===== config.mk =====
export PLATFORM = sky130hd
export DESIGN_NAME = axi_read_node
export DESIGN_NICKNAME = d
export VERILOG_FILES = /design/src/hdl/axi_node_pkg.sv /design/src/hdl/xbar_link_if.sv /design/src/hdl/axi_read_node.sv /design/src/hdl/target_port.sv /design/src/hdl/initiator_port.sv /design/src/hdl/rr_arbiter.sv /design/src/hdl/chan_slice.sv
export SDC_FILE = /design/constraint.sdc
export NUM_CORES = 1
export LEC_CHECK = 0
export BUFFER_PORTS_ARGS = -buffer_cell sky130_fd_sc_hd__clkbuf_2
export CORE_AREA = 2 2 260 262
export DETAILED_ROUTE_END_ITERATION = 10
export DIE_AREA = 0 0 262 264
export PLACE_DENSITY = 0.68
export SYNTH_ARGS = -nofsm -noshare
export SYNTH_HDL_FRONTEND = slang
export SYNTH_SLANG_ARGS = --single-unit

===== constraint.sdc =====
create_clock -name clk -period 16.6 [get_ports clk]
set_input_delay 3.32 -clock clk [delete_from_list [all_inputs] [get_ports clk]]
set_output_delay 3.32 -clock clk [all_outputs]
set_load 0.02 [all_outputs]

===== src/hdl/axi_node_pkg.sv =====
package axi_node_pkg;

	// node geometry
	localparam int N_INIT = 3;
	localparam int N_TARG = 2;
	localparam int N_REGION = 2;

	localparam int ADDR_W = 32;
	localparam int DATA_W = 32;
	localparam int ID_IN_W = 4;
	localparam int INIT_IDX_W = 2;
	// initiator index sits above the original id
	localparam int ID_OUT_W = ID_IN_W + INIT_IDX_W;

	localparam logic [1:0] RESP_OKAY = 2'b00;
	localparam logic [1:0] RESP_DECERR = 2'b11;

	// initiator side
	typedef struct packed {
		logic [ID_IN_W-1:0] id;
		logic [ADDR_W-1:0] addr;
	} ar_req_t;

	typedef struct packed {
		logic [ID_IN_W-1:0] id;
		logic [DATA_W-1:0] data;
		logic [1:0] resp;
	} r_beat_t;

	// target side, extended id
	typedef struct packed {
		logic [ID_OUT_W-1:0] id;
		logic [ADDR_W-1:0] addr;
	} ar_out_t;

	typedef struct packed {
		logic [ID_OUT_W-1:0] id;
		logic [DATA_W-1:0] data;
		logic [1:0] resp;
	} rout_t;

endpackage

===== src/hdl/xbar_link_if.sv =====
`timescale 1ns/1ps

// one initiator to target connection, read channels only
interface xbar_link_if;

	logic ar_valid;
	axi_node_pkg::ar_req_t ar_req;
	logic ar_ready;

	logic r_valid;
	axi_node_pkg::r_beat_t r_beat;
	logic r_ready;

	modport init (
		output ar_valid,
		output ar_req,
		input  ar_ready,
		input  r_valid,
		input  r_beat,
		output r_ready
	);

	modport targ (
		input  ar_valid,
		input  ar_req,
		output ar_ready,
		output r_valid,
		output r_beat,
		input  r_ready
	);

endinterface


===== src/hdl/axi_read_node.sv =====
`timescale 1ns/1ps

module axi_read_node (
	input  logic clk,
	input  logic rst_i,

	// initiator side
	input  logic [axi_node_pkg::N_INIT-1:0] s_arvalid_i,
	output logic [axi_node_pkg::N_INIT-1:0] s_arready_o,
	input  logic [axi_node_pkg::N_INIT*axi_node_pkg::ID_IN_W-1:0] s_arid_i,
	input  logic [axi_node_pkg::N_INIT*axi_node_pkg::ADDR_W-1:0] s_araddr_i,
	output logic [axi_node_pkg::N_INIT-1:0] s_rvalid_o,
	input  logic [axi_node_pkg::N_INIT-1:0] s_rready_i,
	output logic [axi_node_pkg::N_INIT*axi_node_pkg::ID_IN_W-1:0] s_rid_o,
	output logic [axi_node_pkg::N_INIT*axi_node_pkg::DATA_W-1:0] s_rdata_o,
	output logic [axi_node_pkg::N_INIT*2-1:0] s_rresp_o,

	// target side
	output logic [axi_node_pkg::N_TARG-1:0] m_arvalid_o,
	input  logic [axi_node_pkg::N_TARG-1:0] m_arready_i,
	output logic [axi_node_pkg::N_TARG*axi_node_pkg::ID_OUT_W-1:0] m_arid_o,
	output logic [axi_node_pkg::N_TARG*axi_node_pkg::ADDR_W-1:0] m_araddr_o,
	input  logic [axi_node_pkg::N_TARG-1:0] m_rvalid_i,
	output logic [axi_node_pkg::N_TARG-1:0] m_rready_o,
	input  logic [axi_node_pkg::N_TARG*axi_node_pkg::ID_OUT_W-1:0] m_rid_i,
	input  logic [axi_node_pkg::N_TARG*axi_node_pkg::DATA_W-1:0] m_rdata_i,
	input  logic [axi_node_pkg::N_TARG*2-1:0] m_rresp_i,

	// region k = r * N_TARG + j, connectivity bit i * N_TARG + j
	input  logic [axi_node_pkg::N_REGION*axi_node_pkg::N_TARG*axi_node_pkg::ADDR_W-1:0]
		cfg_start_addr_i,
	input  logic [axi_node_pkg::N_REGION*axi_node_pkg::N_TARG*axi_node_pkg::ADDR_W-1:0]
		cfg_end_addr_i,
	input  logic [axi_node_pkg::N_REGION*axi_node_pkg::N_TARG-1:0] cfg_valid_rule_i,
	input  logic [axi_node_pkg::N_INIT*axi_node_pkg::N_TARG-1:0] cfg_connectivity_map_i
);

	// row i of the link matrix
	for (genvar i = 0; i < axi_node_pkg::N_INIT; i++) begin : g_init
		xbar_link_if link [axi_node_pkg::N_TARG] ();
		axi_node_pkg::ar_req_t ar_req;
		axi_node_pkg::r_beat_t r_beat;

		assign ar_req.id = s_arid_i[i*axi_node_pkg::ID_IN_W +: axi_node_pkg::ID_IN_W];
		assign ar_req.addr = s_araddr_i[i*axi_node_pkg::ADDR_W +: axi_node_pkg::ADDR_W];
		assign s_rid_o[i*axi_node_pkg::ID_IN_W +: axi_node_pkg::ID_IN_W] = r_beat.id;
		assign s_rdata_o[i*axi_node_pkg::DATA_W +: axi_node_pkg::DATA_W] = r_beat.data;
		assign s_rresp_o[i*2 +: 2] = r_beat.resp;

		initiator_port u_init (
			.clk(clk),
			.rst_i(rst_i),
			.arvalid_i(s_arvalid_i[i]),
			.arready_o(s_arready_o[i]),
			.ar_req_i(ar_req),
			.rvalid_o(s_rvalid_o[i]),
			.rready_i(s_rready_i[i]),
			.r_beat_o(r_beat),
			.cfg_start_addr_i(cfg_start_addr_i),
			.cfg_end_addr_i(cfg_end_addr_i),
			.cfg_valid_rule_i(cfg_valid_rule_i),
			.conn_row_i(cfg_connectivity_map_i[i*axi_node_pkg::N_TARG +: axi_node_pkg::N_TARG]),
			.links(link)
		);
	end

	// column j, seen from the target
	for (genvar j = 0; j < axi_node_pkg::N_TARG; j++) begin : g_targ
		xbar_link_if link [axi_node_pkg::N_INIT] ();
		axi_node_pkg::ar_out_t ar_out;
		axi_node_pkg::rout_t r_in;

		assign m_arid_o[j*axi_node_pkg::ID_OUT_W +: axi_node_pkg::ID_OUT_W] = ar_out.id;
		assign m_araddr_o[j*axi_node_pkg::ADDR_W +: axi_node_pkg::ADDR_W] = ar_out.addr;
		assign r_in.id = m_rid_i[j*axi_node_pkg::ID_OUT_W +: axi_node_pkg::ID_OUT_W];
		assign r_in.data = m_rdata_i[j*axi_node_pkg::DATA_W +: axi_node_pkg::DATA_W];
		assign r_in.resp = m_rresp_i[j*2 +: 2];

		// tie link (i, j) of the row view to the column view
		for (genvar i = 0; i < axi_node_pkg::N_INIT; i++) begin : g_bridge
			assign link[i].ar_valid = g_init[i].link[j].ar_valid;
			assign link[i].ar_req = g_init[i].link[j].ar_req;
			assign g_init[i].link[j].ar_ready = link[i].ar_ready;
			assign g_init[i].link[j].r_valid = link[i].r_valid;
			assign g_init[i].link[j].r_beat = link[i].r_beat;
			assign link[i].r_ready = g_init[i].link[j].r_ready;
		end

		target_port u_targ (
			.clk(clk),
			.rst_i(rst_i),
			.m_arvalid_o(m_arvalid_o[j]),
			.m_arready_i(m_arready_i[j]),
			.m_ar_o(ar_out),
			.m_rvalid_i(m_rvalid_i[j]),
			.m_rready_o(m_rready_o[j]),
			.m_r_i(r_in),
			.links(link)
		);
	end

endmodule


===== src/hdl/target_port.sv =====
`timescale 1ns/1ps

module target_port (
	input  logic clk,
	input  logic rst_i,
	output logic m_arvalid_o,
	input  logic m_arready_i,
	output axi_node_pkg::ar_out_t m_ar_o,
	input  logic m_rvalid_i,
	output logic m_rready_o,
	input  axi_node_pkg::rout_t m_r_i,
	xbar_link_if.targ links [axi_node_pkg::N_INIT]
);

	logic [axi_node_pkg::N_INIT-1:0] req_vec;
	logic [axi_node_pkg::N_INIT-1:0] grant;
	axi_node_pkg::ar_req_t [axi_node_pkg::N_INIT-1:0] req_cand;
	axi_node_pkg::ar_req_t req_win;
	logic [axi_node_pkg::INIT_IDX_W-1:0] win_idx;
	axi_node_pkg::ar_out_t ar_in;
	logic slice_ready;

	logic [axi_node_pkg::INIT_IDX_W-1:0] r_idx;
	logic [axi_node_pkg::N_INIT-1:0] route_hit;
	logic [axi_node_pkg::N_INIT-1:0] link_r_ready;

	rr_arbiter #(
		.N_REQ(axi_node_pkg::N_INIT)
	) u_req_arb (
		.clk(clk),
		.rst_i(rst_i),
		.req_i(req_vec),
		.grant_o(grant),
		.accept_i((|grant) & slice_ready)
	);

	always_comb begin
		req_win = '0;
		win_idx = '0;
		for (int i = 0; i < axi_node_pkg::N_INIT; i++) begin
			if (grant[i]) begin
				req_win = req_cand[i];
				win_idx = i[axi_node_pkg::INIT_IDX_W-1:0];
			end
		end
	end

	// tag the request with the issuing initiator
	assign ar_in = '{
		id: {win_idx, req_win.id},
		addr: req_win.addr
	};

	chan_slice #(
		.payload_t(axi_node_pkg::ar_out_t)
	) u_ar_slice (
		.clk(clk),
		.rst_i(rst_i),
		.in_valid_i(|grant),
		.in_ready_o(slice_ready),
		.in_data_i(ar_in),
		.out_valid_o(m_arvalid_o),
		.out_ready_i(m_arready_i),
		.out_data_o(m_ar_o)
	);

	// responses go back by the upper id bits
	assign r_idx = m_r_i.id[axi_node_pkg::ID_OUT_W-1 -: axi_node_pkg::INIT_IDX_W];

	always_comb begin
		route_hit = '0;
		for (int i = 0; i < axi_node_pkg::N_INIT; i++) begin
			if (int'(r_idx) == i) begin
				route_hit[i] = 1'b1;
			end
		end
	end

	for (genvar i = 0; i < axi_node_pkg::N_INIT; i++) begin : g_link
		assign req_vec[i] = links[i].ar_valid;
		assign req_cand[i] = links[i].ar_req;
		assign links[i].ar_ready = grant[i] & slice_ready;
		assign links[i].r_valid = m_rvalid_i & route_hit[i];
		assign links[i].r_beat = '{
			id: m_r_i.id[axi_node_pkg::ID_IN_W-1:0],
			data: m_r_i.data,
			resp: m_r_i.resp
		};
		assign link_r_ready[i] = links[i].r_ready;
	end

	assign m_rready_o = |(route_hit & link_r_ready);

	// a response must name an initiator that exists
	a_route_known: assert property (@(posedge clk) disable iff (rst_i)
		m_rvalid_i |-> int'(r_idx) < axi_node_pkg::N_INIT);

endmodule


===== src/hdl/initiator_port.sv =====
`timescale 1ns/1ps

module initiator_port (
	input  logic clk,
	input  logic rst_i,
	input  logic arvalid_i,
	output logic arready_o,
	input  axi_node_pkg::ar_req_t ar_req_i,
	output logic rvalid_o,
	input  logic rready_i,
	output axi_node_pkg::r_beat_t r_beat_o,
	input  logic [axi_node_pkg::N_REGION*axi_node_pkg::N_TARG-1:0][axi_node_pkg::ADDR_W-1:0]
		cfg_start_addr_i,
	input  logic [axi_node_pkg::N_REGION*axi_node_pkg::N_TARG-1:0][axi_node_pkg::ADDR_W-1:0]
		cfg_end_addr_i,
	input  logic [axi_node_pkg::N_REGION*axi_node_pkg::N_TARG-1:0] cfg_valid_rule_i,
	input  logic [axi_node_pkg::N_TARG-1:0] conn_row_i,
	xbar_link_if.init links [axi_node_pkg::N_TARG]
);

	logic [axi_node_pkg::N_TARG-1:0] hit;
	logic [axi_node_pkg::N_TARG-1:0] sel;
	logic dec_err;
	logic [axi_node_pkg::N_TARG-1:0] link_ar_ready;

	logic err_pend_q;
	logic [axi_node_pkg::ID_IN_W-1:0] err_id_q;

	logic [axi_node_pkg::N_TARG:0] rsp_req;
	logic [axi_node_pkg::N_TARG:0] rsp_grant;
	axi_node_pkg::r_beat_t [axi_node_pkg::N_TARG:0] rsp_cand;
	axi_node_pkg::r_beat_t rsp_win;
	logic slice_ready;

	// region k = r * N_TARG + j belongs to target j
	always_comb begin
		int k;
		k = 0;
		hit = '0;
		for (int j = 0; j < axi_node_pkg::N_TARG; j++) begin
			for (int r = 0; r < axi_node_pkg::N_REGION; r++) begin
				k = r * axi_node_pkg::N_TARG + j;
				if (cfg_valid_rule_i[k] && conn_row_i[j] &&
						ar_req_i.addr >= cfg_start_addr_i[k] &&
						ar_req_i.addr <= cfg_end_addr_i[k]) begin
					hit[j] = 1'b1;
				end
			end
		end
	end

	// lowest numbered target wins
	assign sel = hit & (~hit + 1'b1);
	assign dec_err = (hit == '0);

	assign arready_o = dec_err ? !err_pend_q : |(sel & link_ar_ready);

	for (genvar j = 0; j < axi_node_pkg::N_TARG; j++) begin : g_link
		assign links[j].ar_valid = arvalid_i & sel[j];
		assign links[j].ar_req = ar_req_i;
		assign link_ar_ready[j] = links[j].ar_ready;
		assign rsp_req[j] = links[j].r_valid;
		assign rsp_cand[j] = links[j].r_beat;
		assign links[j].r_ready = rsp_grant[j] & slice_ready;
	end

	// one local decode error response at a time
	always_ff @(posedge clk) begin
		if (rst_i) begin
			err_pend_q <= 1'b0;
		end else if (arvalid_i && dec_err && !err_pend_q) begin
			err_pend_q <= 1'b1;
		end else if (rsp_grant[axi_node_pkg::N_TARG] && slice_ready) begin
			err_pend_q <= 1'b0;
		end
	end

	always_ff @(posedge clk) begin
		if (arvalid_i && dec_err && !err_pend_q) begin
			err_id_q <= ar_req_i.id;
		end
	end

	assign rsp_req[axi_node_pkg::N_TARG] = err_pend_q;
	assign rsp_cand[axi_node_pkg::N_TARG] = '{
		id: err_id_q,
		data: '0,
		resp: axi_node_pkg::RESP_DECERR
	};

	rr_arbiter #(
		.N_REQ(axi_node_pkg::N_TARG + 1)
	) u_rsp_arb (
		.clk(clk),
		.rst_i(rst_i),
		.req_i(rsp_req),
		.grant_o(rsp_grant),
		.accept_i((|rsp_grant) & slice_ready)
	);

	always_comb begin
		rsp_win = '0;
		for (int k = 0; k <= axi_node_pkg::N_TARG; k++) begin
			if (rsp_grant[k]) begin
				rsp_win = rsp_cand[k];
			end
		end
	end

	chan_slice #(
		.payload_t(axi_node_pkg::r_beat_t)
	) u_r_slice (
		.clk(clk),
		.rst_i(rst_i),
		.in_valid_i(|rsp_grant),
		.in_ready_o(slice_ready),
		.in_data_i(rsp_win),
		.out_valid_o(rvalid_o),
		.out_ready_i(rready_i),
		.out_data_o(r_beat_o)
	);

endmodule


===== src/hdl/rr_arbiter.sv =====
`timescale 1ns/1ps

module rr_arbiter #(
	parameter int N_REQ = 2
) (
	input  logic clk,
	input  logic rst_i,
	input  logic [N_REQ-1:0] req_i,
	output logic [N_REQ-1:0] grant_o,
	input  logic accept_i
);

	logic [$clog2(N_REQ)-1:0] last_q;
	logic [$clog2(N_REQ)-1:0] win_idx;

	// search starts just past the last winner
	always_comb begin
		int idx;
		logic found;
		idx = 0;
		found = 1'b0;
		grant_o = '0;
		win_idx = last_q;
		for (int k = 1; k <= N_REQ; k++) begin
			idx = (int'(last_q) + k) % N_REQ;
			if (!found && req_i[idx]) begin
				found = 1'b1;
				grant_o[idx] = 1'b1;
				win_idx = idx[$clog2(N_REQ)-1:0];
			end
		end
	end

	// rotate only once the granted item has moved
	always_ff @(posedge clk) begin
		if (rst_i) begin
			last_q <= '0;
		end else if (accept_i && (grant_o != '0)) begin
			last_q <= win_idx;
		end
	end

	a_grant_onehot: assert property (@(posedge clk) disable iff (rst_i)
		$onehot0(grant_o));

	a_grant_in_req: assert property (@(posedge clk) disable iff (rst_i)
		(grant_o & ~req_i) == '0);

endmodule


===== src/hdl/chan_slice.sv =====
`timescale 1ns/1ps

module chan_slice #(
	parameter type payload_t = logic [31:0]
) (
	input  logic clk,
	input  logic rst_i,
	input  logic in_valid_i,
	output logic in_ready_o,
	input  payload_t in_data_i,
	output logic out_valid_o,
	input  logic out_ready_i,
	output payload_t out_data_o
);

	logic full_q;
	payload_t data_q;

	// take a new item when empty or when the current one leaves this cycle
	assign in_ready_o = !full_q || out_ready_i;

	always_ff @(posedge clk) begin
		if (rst_i) begin
			full_q <= 1'b0;
		end else if (in_ready_o) begin
			full_q <= in_valid_i;
		end
	end

	always_ff @(posedge clk) begin
		if (in_valid_i && in_ready_o) begin
			data_q <= in_data_i;
		end
	end

	assign out_valid_o = full_q;
	assign out_data_o = data_q;

	// stalled output holds
	a_hold_stable: assert property (@(posedge clk) disable iff (rst_i)
		out_valid_o && !out_ready_i |=> out_valid_o && $stable(out_data_o));

endmodule


==> flow_summary.yaml, run 1 <==
die:
  ios: 666
  die_area_um2: 69200
  core_area_um2: 66600
  die_h_um: 264
  initial_core_util_pct: 44.2
  num_rows: 95
  die_w_um: 262
power:
  vdd_drop_max_mv: 0.0972
  power_density_nw_per_um2: 94.6
  leakage_nw: 16.6
logic_synthesis:
  synth.net_count: 4755
  postSynthAreaPerCell_um2: 8.41
  syn_inst: 3501
  syn_area_um2: 29400
  synth.distinct_cells: 92
  async_flop_share_pct: 0
  yosys_warnings: 0
  ys_ff_latch: 220
  synthFlopType: "edfxtp_1"
  ys_seq_area_share_pct: 21.8
  synth_edf_count: 202
worst_setup_path:
  crit_start: "s_araddr_i[90]"
  crit_top_cell: "clkbuf_2"
  worstReg2RegEnd: "g_targ[1].u_targ.u_req_arb.last_q[1]"
  reg2reg_depth: 12
  startpoint_type: "input pin"
  path_depth: 15
  cp_top_family: "compound AO/OA/AOI/OAI gates"
  crit_chain: "clkbuf_2 -> ha_1 -> nand4_1 -> nor4_1 -> nand2_1 -> o211ai_1 -> a31oi_1 -> o32ai_2 -> nor3_2 -> a22o_1 -> o41ai_2 -> and2_2 -> a21oi_1 -> o22ai_1 -> clkbuf_2"
  r2r_setup_slack_ns: 12.57
  slowest_delay_ns: 0.88
  required_ns: 13.28
  critPathBufInv: 2
  arrival_ns: 8.13
  slowest_stage: "o32ai_2"
  path_max_fanout: 10
  worstSetupPathType: "in -> out"
  r2r_start: "g_targ[1].u_targ.u_req_arb.last_q[0]"
  cp-endpoint: "s_arready_o[1]"
  crit_path_end_kind: "output port"
clock_network:
  cts_tree: "done"
  clkLatencyLatePin_ns: 0.53
  cts_buffers: 22
  ctsResizeCount: 0
  path_clk_slew_ns: 0.07
  h-tree-depth: 1
  cts_sinks: 220
  cts_setup_buffers: 0
  cts_hold_buf: 0
  root_buffer: "clkbuf_16"
  clockBufferDepth: 3
sta:
  finClkSkew_ns: 0.0229
  report.final.slew_viol_count: 0
  setup-tns-final_ns: 0
  slew_headroom_pct: 29.1
  finalSetupViolCount: 0
  fmax_mhz: 87.4
  worst-slew-pin-transition_ns: 1.05
  period_share_pct: 69.0
  grt_setup_unrepaired: "no"
  hold_viol: 0
  finalCriticalPeriod_ns: 11.45
detailed_routing:
  wirelength_um: 128000
  routedWlPerCell_um: 25.6
  drtAntennaViolNets: 0
  drc: 0
  firstDrtPassIters: 8
  vias: 31300
  first_iter_violations: 3777
  viasPerCell: 6.28
grt:
  grt_max_degree: 79
  overflow: 0
  antenna_found_initial: 6
  grt_pass1_wl_um: 181000
  grtUsageTotal_pct: 35.3
  grt_pass1_vias: 29000
finish:
  postLayoutCoreUtil_pct: 51.6
  fill_cells: 6423
  drive_above_1_share_pct: 18.5
  syn_to_final_growth_pct: 16.6
  nets: 5351
place:
  dp_hpwl_um: 98100
  place_congestion: 1.01
  io_buffers: 665
run:
  cap_viol_max_count: 0
hold_path:
  hp-class: "reg -> reg"
status:
  status: "finished, final reports clean"
==> layout by cell type (no fill, tap or decap), types with 14 or more instances in the layout <==
master and count:
ha_1 788, clkbuf_2 665, a21oi_1 372, nand2_1 340, inv_1 290, nor2_1 218
nand3_1 217, edfxtp_1 202, o21ai_0 137, nand4_1 121, a31oi_1 91, nand2b_1 64
a21o_1 50, a22oi_1 46, nor3_1 38, a211oi_1 30, nor4_1 28, o211ai_1 27
a221oi_1 26, and4_1 23, clkbuf_16 23, buf_4 23, nor2b_1 22, and3_1 18
dfxtp_1 18, o21a_1 16, a221o_1 14
==> worst min path at each step <==
stage                                         startpoint                              endpoint  slack, ns  depth (start not counted)
floorplan           g_init[1].u_init.u_rsp_arb.last_q[0]  g_init[1].u_init.u_rsp_arb.last_q[0]       0.47                          2
global placement    g_init[1].u_init.u_rsp_arb.last_q[0]  g_init[1].u_init.u_rsp_arb.last_q[0]       0.49                          2
detailed placement  g_init[1].u_init.u_rsp_arb.last_q[0]  g_init[1].u_init.u_rsp_arb.last_q[0]       0.51                          2
CTS                 g_init[1].u_init.u_rsp_arb.last_q[0]  g_init[1].u_init.u_rsp_arb.last_q[0]       0.52                          2
global route        g_init[1].u_init.u_rsp_arb.last_q[0]  g_init[1].u_init.u_rsp_arb.last_q[0]       0.55                          2
finish              g_init[1].u_init.u_rsp_arb.last_q[0]  g_init[1].u_init.u_rsp_arb.last_q[0]       0.51                          2
==> layout make-up <==
type,count,area (um2),share of cell area (%)
well taps,873,1090,3.18
repair buffers,688,3500,10.2
multi-input cells,2873,21500,62.6
inverters,292,1100,3.19
diodes,2,5.00,0.0146
flip-flops and latches,220,6430,18.7
clock inverters,15,145,0.423
clock buffers,24,579,1.69
==> layer usage <==
metal	share of wire [%]	track usage (%)	up-vias
met5	0.035	0	-
met4	6.5	19.6	8
met3	11	5.27	387
met2	44	55.8	2019
met1	38	45.9	14500
li1	-	-	14400
==> worst min-delay path, cell delays in order (launching register included) <==
cell and delay, ns:
dfxtp_1 0.34, nand2_1 0.06, a21oi_1 0.06
==> state kept, by name (all words and copies together) (netlist names) <==
name,count
g_init.u_init.u_r_slice.out_data_o,114
g_targ.u_targ.u_ar_slice.out_data_o,76
g_init.u_init.err_id_q,12
g_init.u_init.u_rsp_arb.last_q,6
g_targ.u_targ.u_req_arb.last_q,4
g_init.u_init.err_pend_q,3
g_init.u_init.u_r_slice.out_valid_o,3
g_targ.u_targ.u_ar_slice.out_valid_o,2
==> metrics by stage <==
| step | cell area, um2 | cells | power (mW) | hold slack, ns | setup WS, ns |
|---|---|---|---|---|---|
| after floorplan | 29400 | 3501 | 2.04 | 0.470 | 6.77 |
| after global placement | 33600 | 4946 | 2.70 | 0.494 | 5.29 |
| after detailed placement | 33600 | 4946 | 2.72 | 0.505 | 5.25 |
| after CTS | 34300 | 4985 | 3.24 | 0.516 | 5.26 |
| after global routing | 34300 | 4987 | 3.43 | 0.552 | 5.14 |
| final | 34300 | 4987 | 3.25 | 0.509 | 5.15 |
==> logic make-up (layout without fill, tap and decap cells) <==
kind of cell,Yosys count,count (layout),synth area share (%)
AND/OR/NAND/NOR,1140,1140,18.8
AO/OA/AOI/OAI,928,928,19.8
adder cells (fa/ha/maj),791,791,33.6
buffers and inverters,408,1019,5.58
flip-flops,220,220,21.8
multiplexers,11,11,0.382
XOR/XNOR,3,3,0.0892
other,0,2,0
==> power breakdown <==
group	total (mW)	switching (mW)	internal (mW)
registers	0.981	0.0716	0.910
clock network	0.514	0.228	0.286
logic	1.75	1.23	0.518
total	3.25	1.53	1.71
==> synth_stat cells (all sizes together), types with 6 or more instances <==
| library cell | count | area, um2 |
|---|---|---|
| nand3 | 218 | 1090 |
| a211o | 11 | 96.3 |
| and3 | 18 | 113 |
| nor2b | 22 | 138 |
| a32oi | 6 | 60.1 |
| a22oi | 46 | 345 |
| a21o | 50 | 375 |
| nor2 | 221 | 830 |
| a221oi | 26 | 228 |
| nand4 | 121 | 757 |
| clkbuf | 70 | 265 |
| buf | 46 | 283 |
| o22ai | 13 | 81.3 |
| inv | 292 | 1100 |
| nor3 | 39 | 200 |
| a2111oi | 8 | 70.1 |
| a221o | 14 | 140 |
| dfxtp | 18 | 360 |
| nand2b | 64 | 400 |
| nand3b | 6 | 45.0 |
| and3b | 6 | 52.6 |
| nor4 | 30 | 188 |
| o31ai | 10 | 80.1 |
| o21a | 16 | 120 |
| a31oi | 92 | 582 |
| o211ai | 27 | 203 |
| mux2i | 9 | 90.1 |
| a211oi | 31 | 238 |
| a21oi | 377 | 1910 |
| edfxtp | 202 | 6070 |
| o21ai | 142 | 711 |
| and2 | 9 | 56.3 |
| or3 | 7 | 48.8 |
| nand2 | 341 | 1280 |
| ha | 788 | 9860 |
| and4 | 23 | 201 |
Note: power is estimated with default switching activity, not from simulation.
==> inputs of run 2 (changes only) <==
CORE_AREA = 2 2 258 260   (was 2 2 260 262)
DIE_AREA = 0 0 260 262   (was 0 0 262 264)
PLACE_DENSITY = 0.71   (was 0.68)
clock period = 10.42 ns   (was 16.6 ns; I/O delays follow)
==> run 2 against run 1 <==
Effect of this change:
- cell count decreased by 0.16%
- power increased by 58%
- global-route usage increased by 1.1 points
- sequential power increased by 61%
- highest routed layer unchanged
- cell area decreased by 0.28%
- critical path depth increased by 1
- clock power increased by 46%
- worst hold slack got worse by 0.0041 ns
- sequential share of layout area increased by 0.053 points
- combinational power increased by 59%
- first-iteration DRC count increased by 8.5%
- register-to-register slack got worse by 6.2 ns
- largest power group unchanged
==> flow_summary.yaml, run 2 (same netlist as run 1, synthesis figures left out) <==
place:
  place_congestion: 1.01
  io_buffers: 665
  dpl.cell_count: 4939
  dp_hpwl_um: 99800
sta:
  finalCriticalPeriod_ns: 8.82
  worst-slew-pin-transition_ns: 1.12
  fmax_mhz: 113
  period_share_pct: 84.7
  report.final.slew_viol_count: 0
  slew_headroom_pct: 25.2
  finClkSkew_ns: 0.00985
  finalSetupViolCount: 0
  hold_viol: 0
  setup-tns-final_ns: 0
  grt_setup_unrepaired: "no"
  fin_hold_ws_ns: 0.505
finish:
  final_common_cell: "ha_1"
  postLayoutCoreUtil_pct: 52.4
  layout_common_cells: "788 x ha_1, 665 x clkbuf_2, 372 x a21oi_1"
  largest_reg_flops: 114
  fill_cells: 6351
  nets: 5352
  final_cells: 4979
  syn_to_final_growth_pct: 16.3
  drive_above_1_share_pct: 18.3
clock_network:
  cts_buffers: 21
  h-tree-depth: 1
  cts_tree: "done"
  ctsResizeCount: 0
  cts_hold_buf: 0
  root_buffer: "clkbuf_16"
  cts_sinks: 220
  cts_setup_buffers: 0
  clkLatencyLatePin_ns: 0.52
  path_clk_slew_ns: 0.07
  clockBufferDepth: 3
worst_setup_path:
  crit_path_end_kind: "output port"
  reg2reg_depth: 12
  crit_start: "s_araddr_i[64]"
  path_max_fanout: 9
  startpoint_type: "input pin"
  r2r_setup_slack_ns: 6.35
  required_ns: 8.34
  r2r_start: "g_targ[1].u_targ.u_req_arb.last_q[0]"
  cp-endpoint: "s_arready_o[0]"
  worstReg2RegEnd: "g_targ[1].u_targ.u_req_arb.last_q[1]"
  worstSetupPathType: "in -> out"
  arrival_ns: 6.74
die:
  ios: 666
  core_area_um2: 65300
  die_h_um: 262
  initial_core_util_pct: 45.1
  num_rows: 94
  die_area_um2: 68100
  die_w_um: 260
grt:
  grt_pass1_wl_um: 184000
  grt_max_degree: 79
  grt_pass1_vias: 29100
  antenna_found_initial: 9
  grtUsageTotal_pct: 36.4
  overflow: 0
detailed_routing:
  drtAntennaViolNets: 0
  viasPerCell: 6.32
  drc: 0
  first_iter_violations: 4099
  firstDrtPassIters: 6
  routedWlPerCell_um: 26.1
  wirelength_um: 130000
  vias: 31500
status:
  status: "finished, final reports clean"
run:
  cap_viol_max_count: 0
power:
  leakage_nw: 16.5
  p_total_mw: 5.12
  power_density_nw_per_um2: 150
  vdd_drop_max_mv: 0.202
hold_path:
  hp-class: "reg -> reg"
-- run 2: cell count changes in the layout (fill, tap and decap cells not counted), moves of 2 or more --
cell       previous run  this run
buf_4                23        25
clkbuf_1              1         5
clkbuf_16            23        21
clkinv_1              4         6
clkinv_2              4         2
clkinv_4              3         0
nor4_1               28        30
nor4_2                2         0
-- run 2: how the worst min path moves through the flow --
stage	from	end	slack, ns	cells past startpoint
after floorplan	g_init[1].u_init.u_rsp_arb.last_q[0]	g_init[1].u_init.u_rsp_arb.last_q[0]	0.47	2
after global placement	g_init[1].u_init.u_rsp_arb.last_q[0]	g_init[1].u_init.u_rsp_arb.last_q[0]	0.49	2
after detailed placement	g_init[1].u_init.u_rsp_arb.last_q[0]	g_init[1].u_init.u_rsp_arb.last_q[0]	0.50	2
after CTS	g_init[1].u_init.u_rsp_arb.last_q[0]	g_init[1].u_init.u_rsp_arb.last_q[0]	0.51	2
after global routing	g_init[1].u_init.u_rsp_arb.last_q[0]	g_init[1].u_init.u_rsp_arb.last_q[0]	0.52	2
final	g_init[1].u_init.u_rsp_arb.last_q[0]	g_init[1].u_init.u_rsp_arb.last_q[0]	0.51	2
-- run 2: worst max-delay path: stages --
cell and delay (ns):
clkbuf_2 0.09, inv_1 0.54, ha_1 0.25, nor2b_1 0.05, o21ai_0 0.16, a211oi_1 0.09, o21ai_0 0.68, a31oi_1 0.20
o32ai_2 0.77, nor3_2 0.23, a21oi_1 0.24, mux2i_1 0.16, o31ai_4 0.21, a31oi_1 0.12, o21ai_0 0.57, clkbuf_2 0.29
-- run 2: stage by stage --
step | worst slack [ns] | area (um2)
2_1_floorplan | 3.07 | 29400
6_report | 1.60 | 34200
5_1_grt | 1.38 | 34200
3_3_place_gp | 1.81 | 33600
4_1_cts | 1.77 | 34200
3_5_place_dp | 1.79 | 33600
-- run 2: routing by layer --
| layer | GRT usage, % | share of wire [%] | vias up |
|---|---|---|---|
| li1 | - | - | 14400 |
| met5 | 0 | 0.062 | - |
| met1 | 45.6 | 38 | 14500 |
| met4 | 24.9 | 8.0 | 12 |
| met2 | 57.6 | 43 | 2041 |
| met3 | 5.89 | 11 | 484 |
-- run 2: cell type report --
type	count	area [um2]	area share, %
clock buffers	27	558	1.63
clock inverters	10	77.6	0.227
diodes	3	7.51	0.0219
repair buffers	690	3520	10.3
flip-flops and latches	220	6430	18.8
multi-input cells	2873	21500	62.7
inverters	292	1100	3.20
well taps	864	1080	3.16
-- run 2: report_power, final --
group	switching, mW	total, mW	leakage, nW	internal (mW)
Sequential	0.132	1.58	2.10	1.45
Combinational	1.96	2.79	14.1	0.827
Clock	0.345	0.749	0.308	0.404
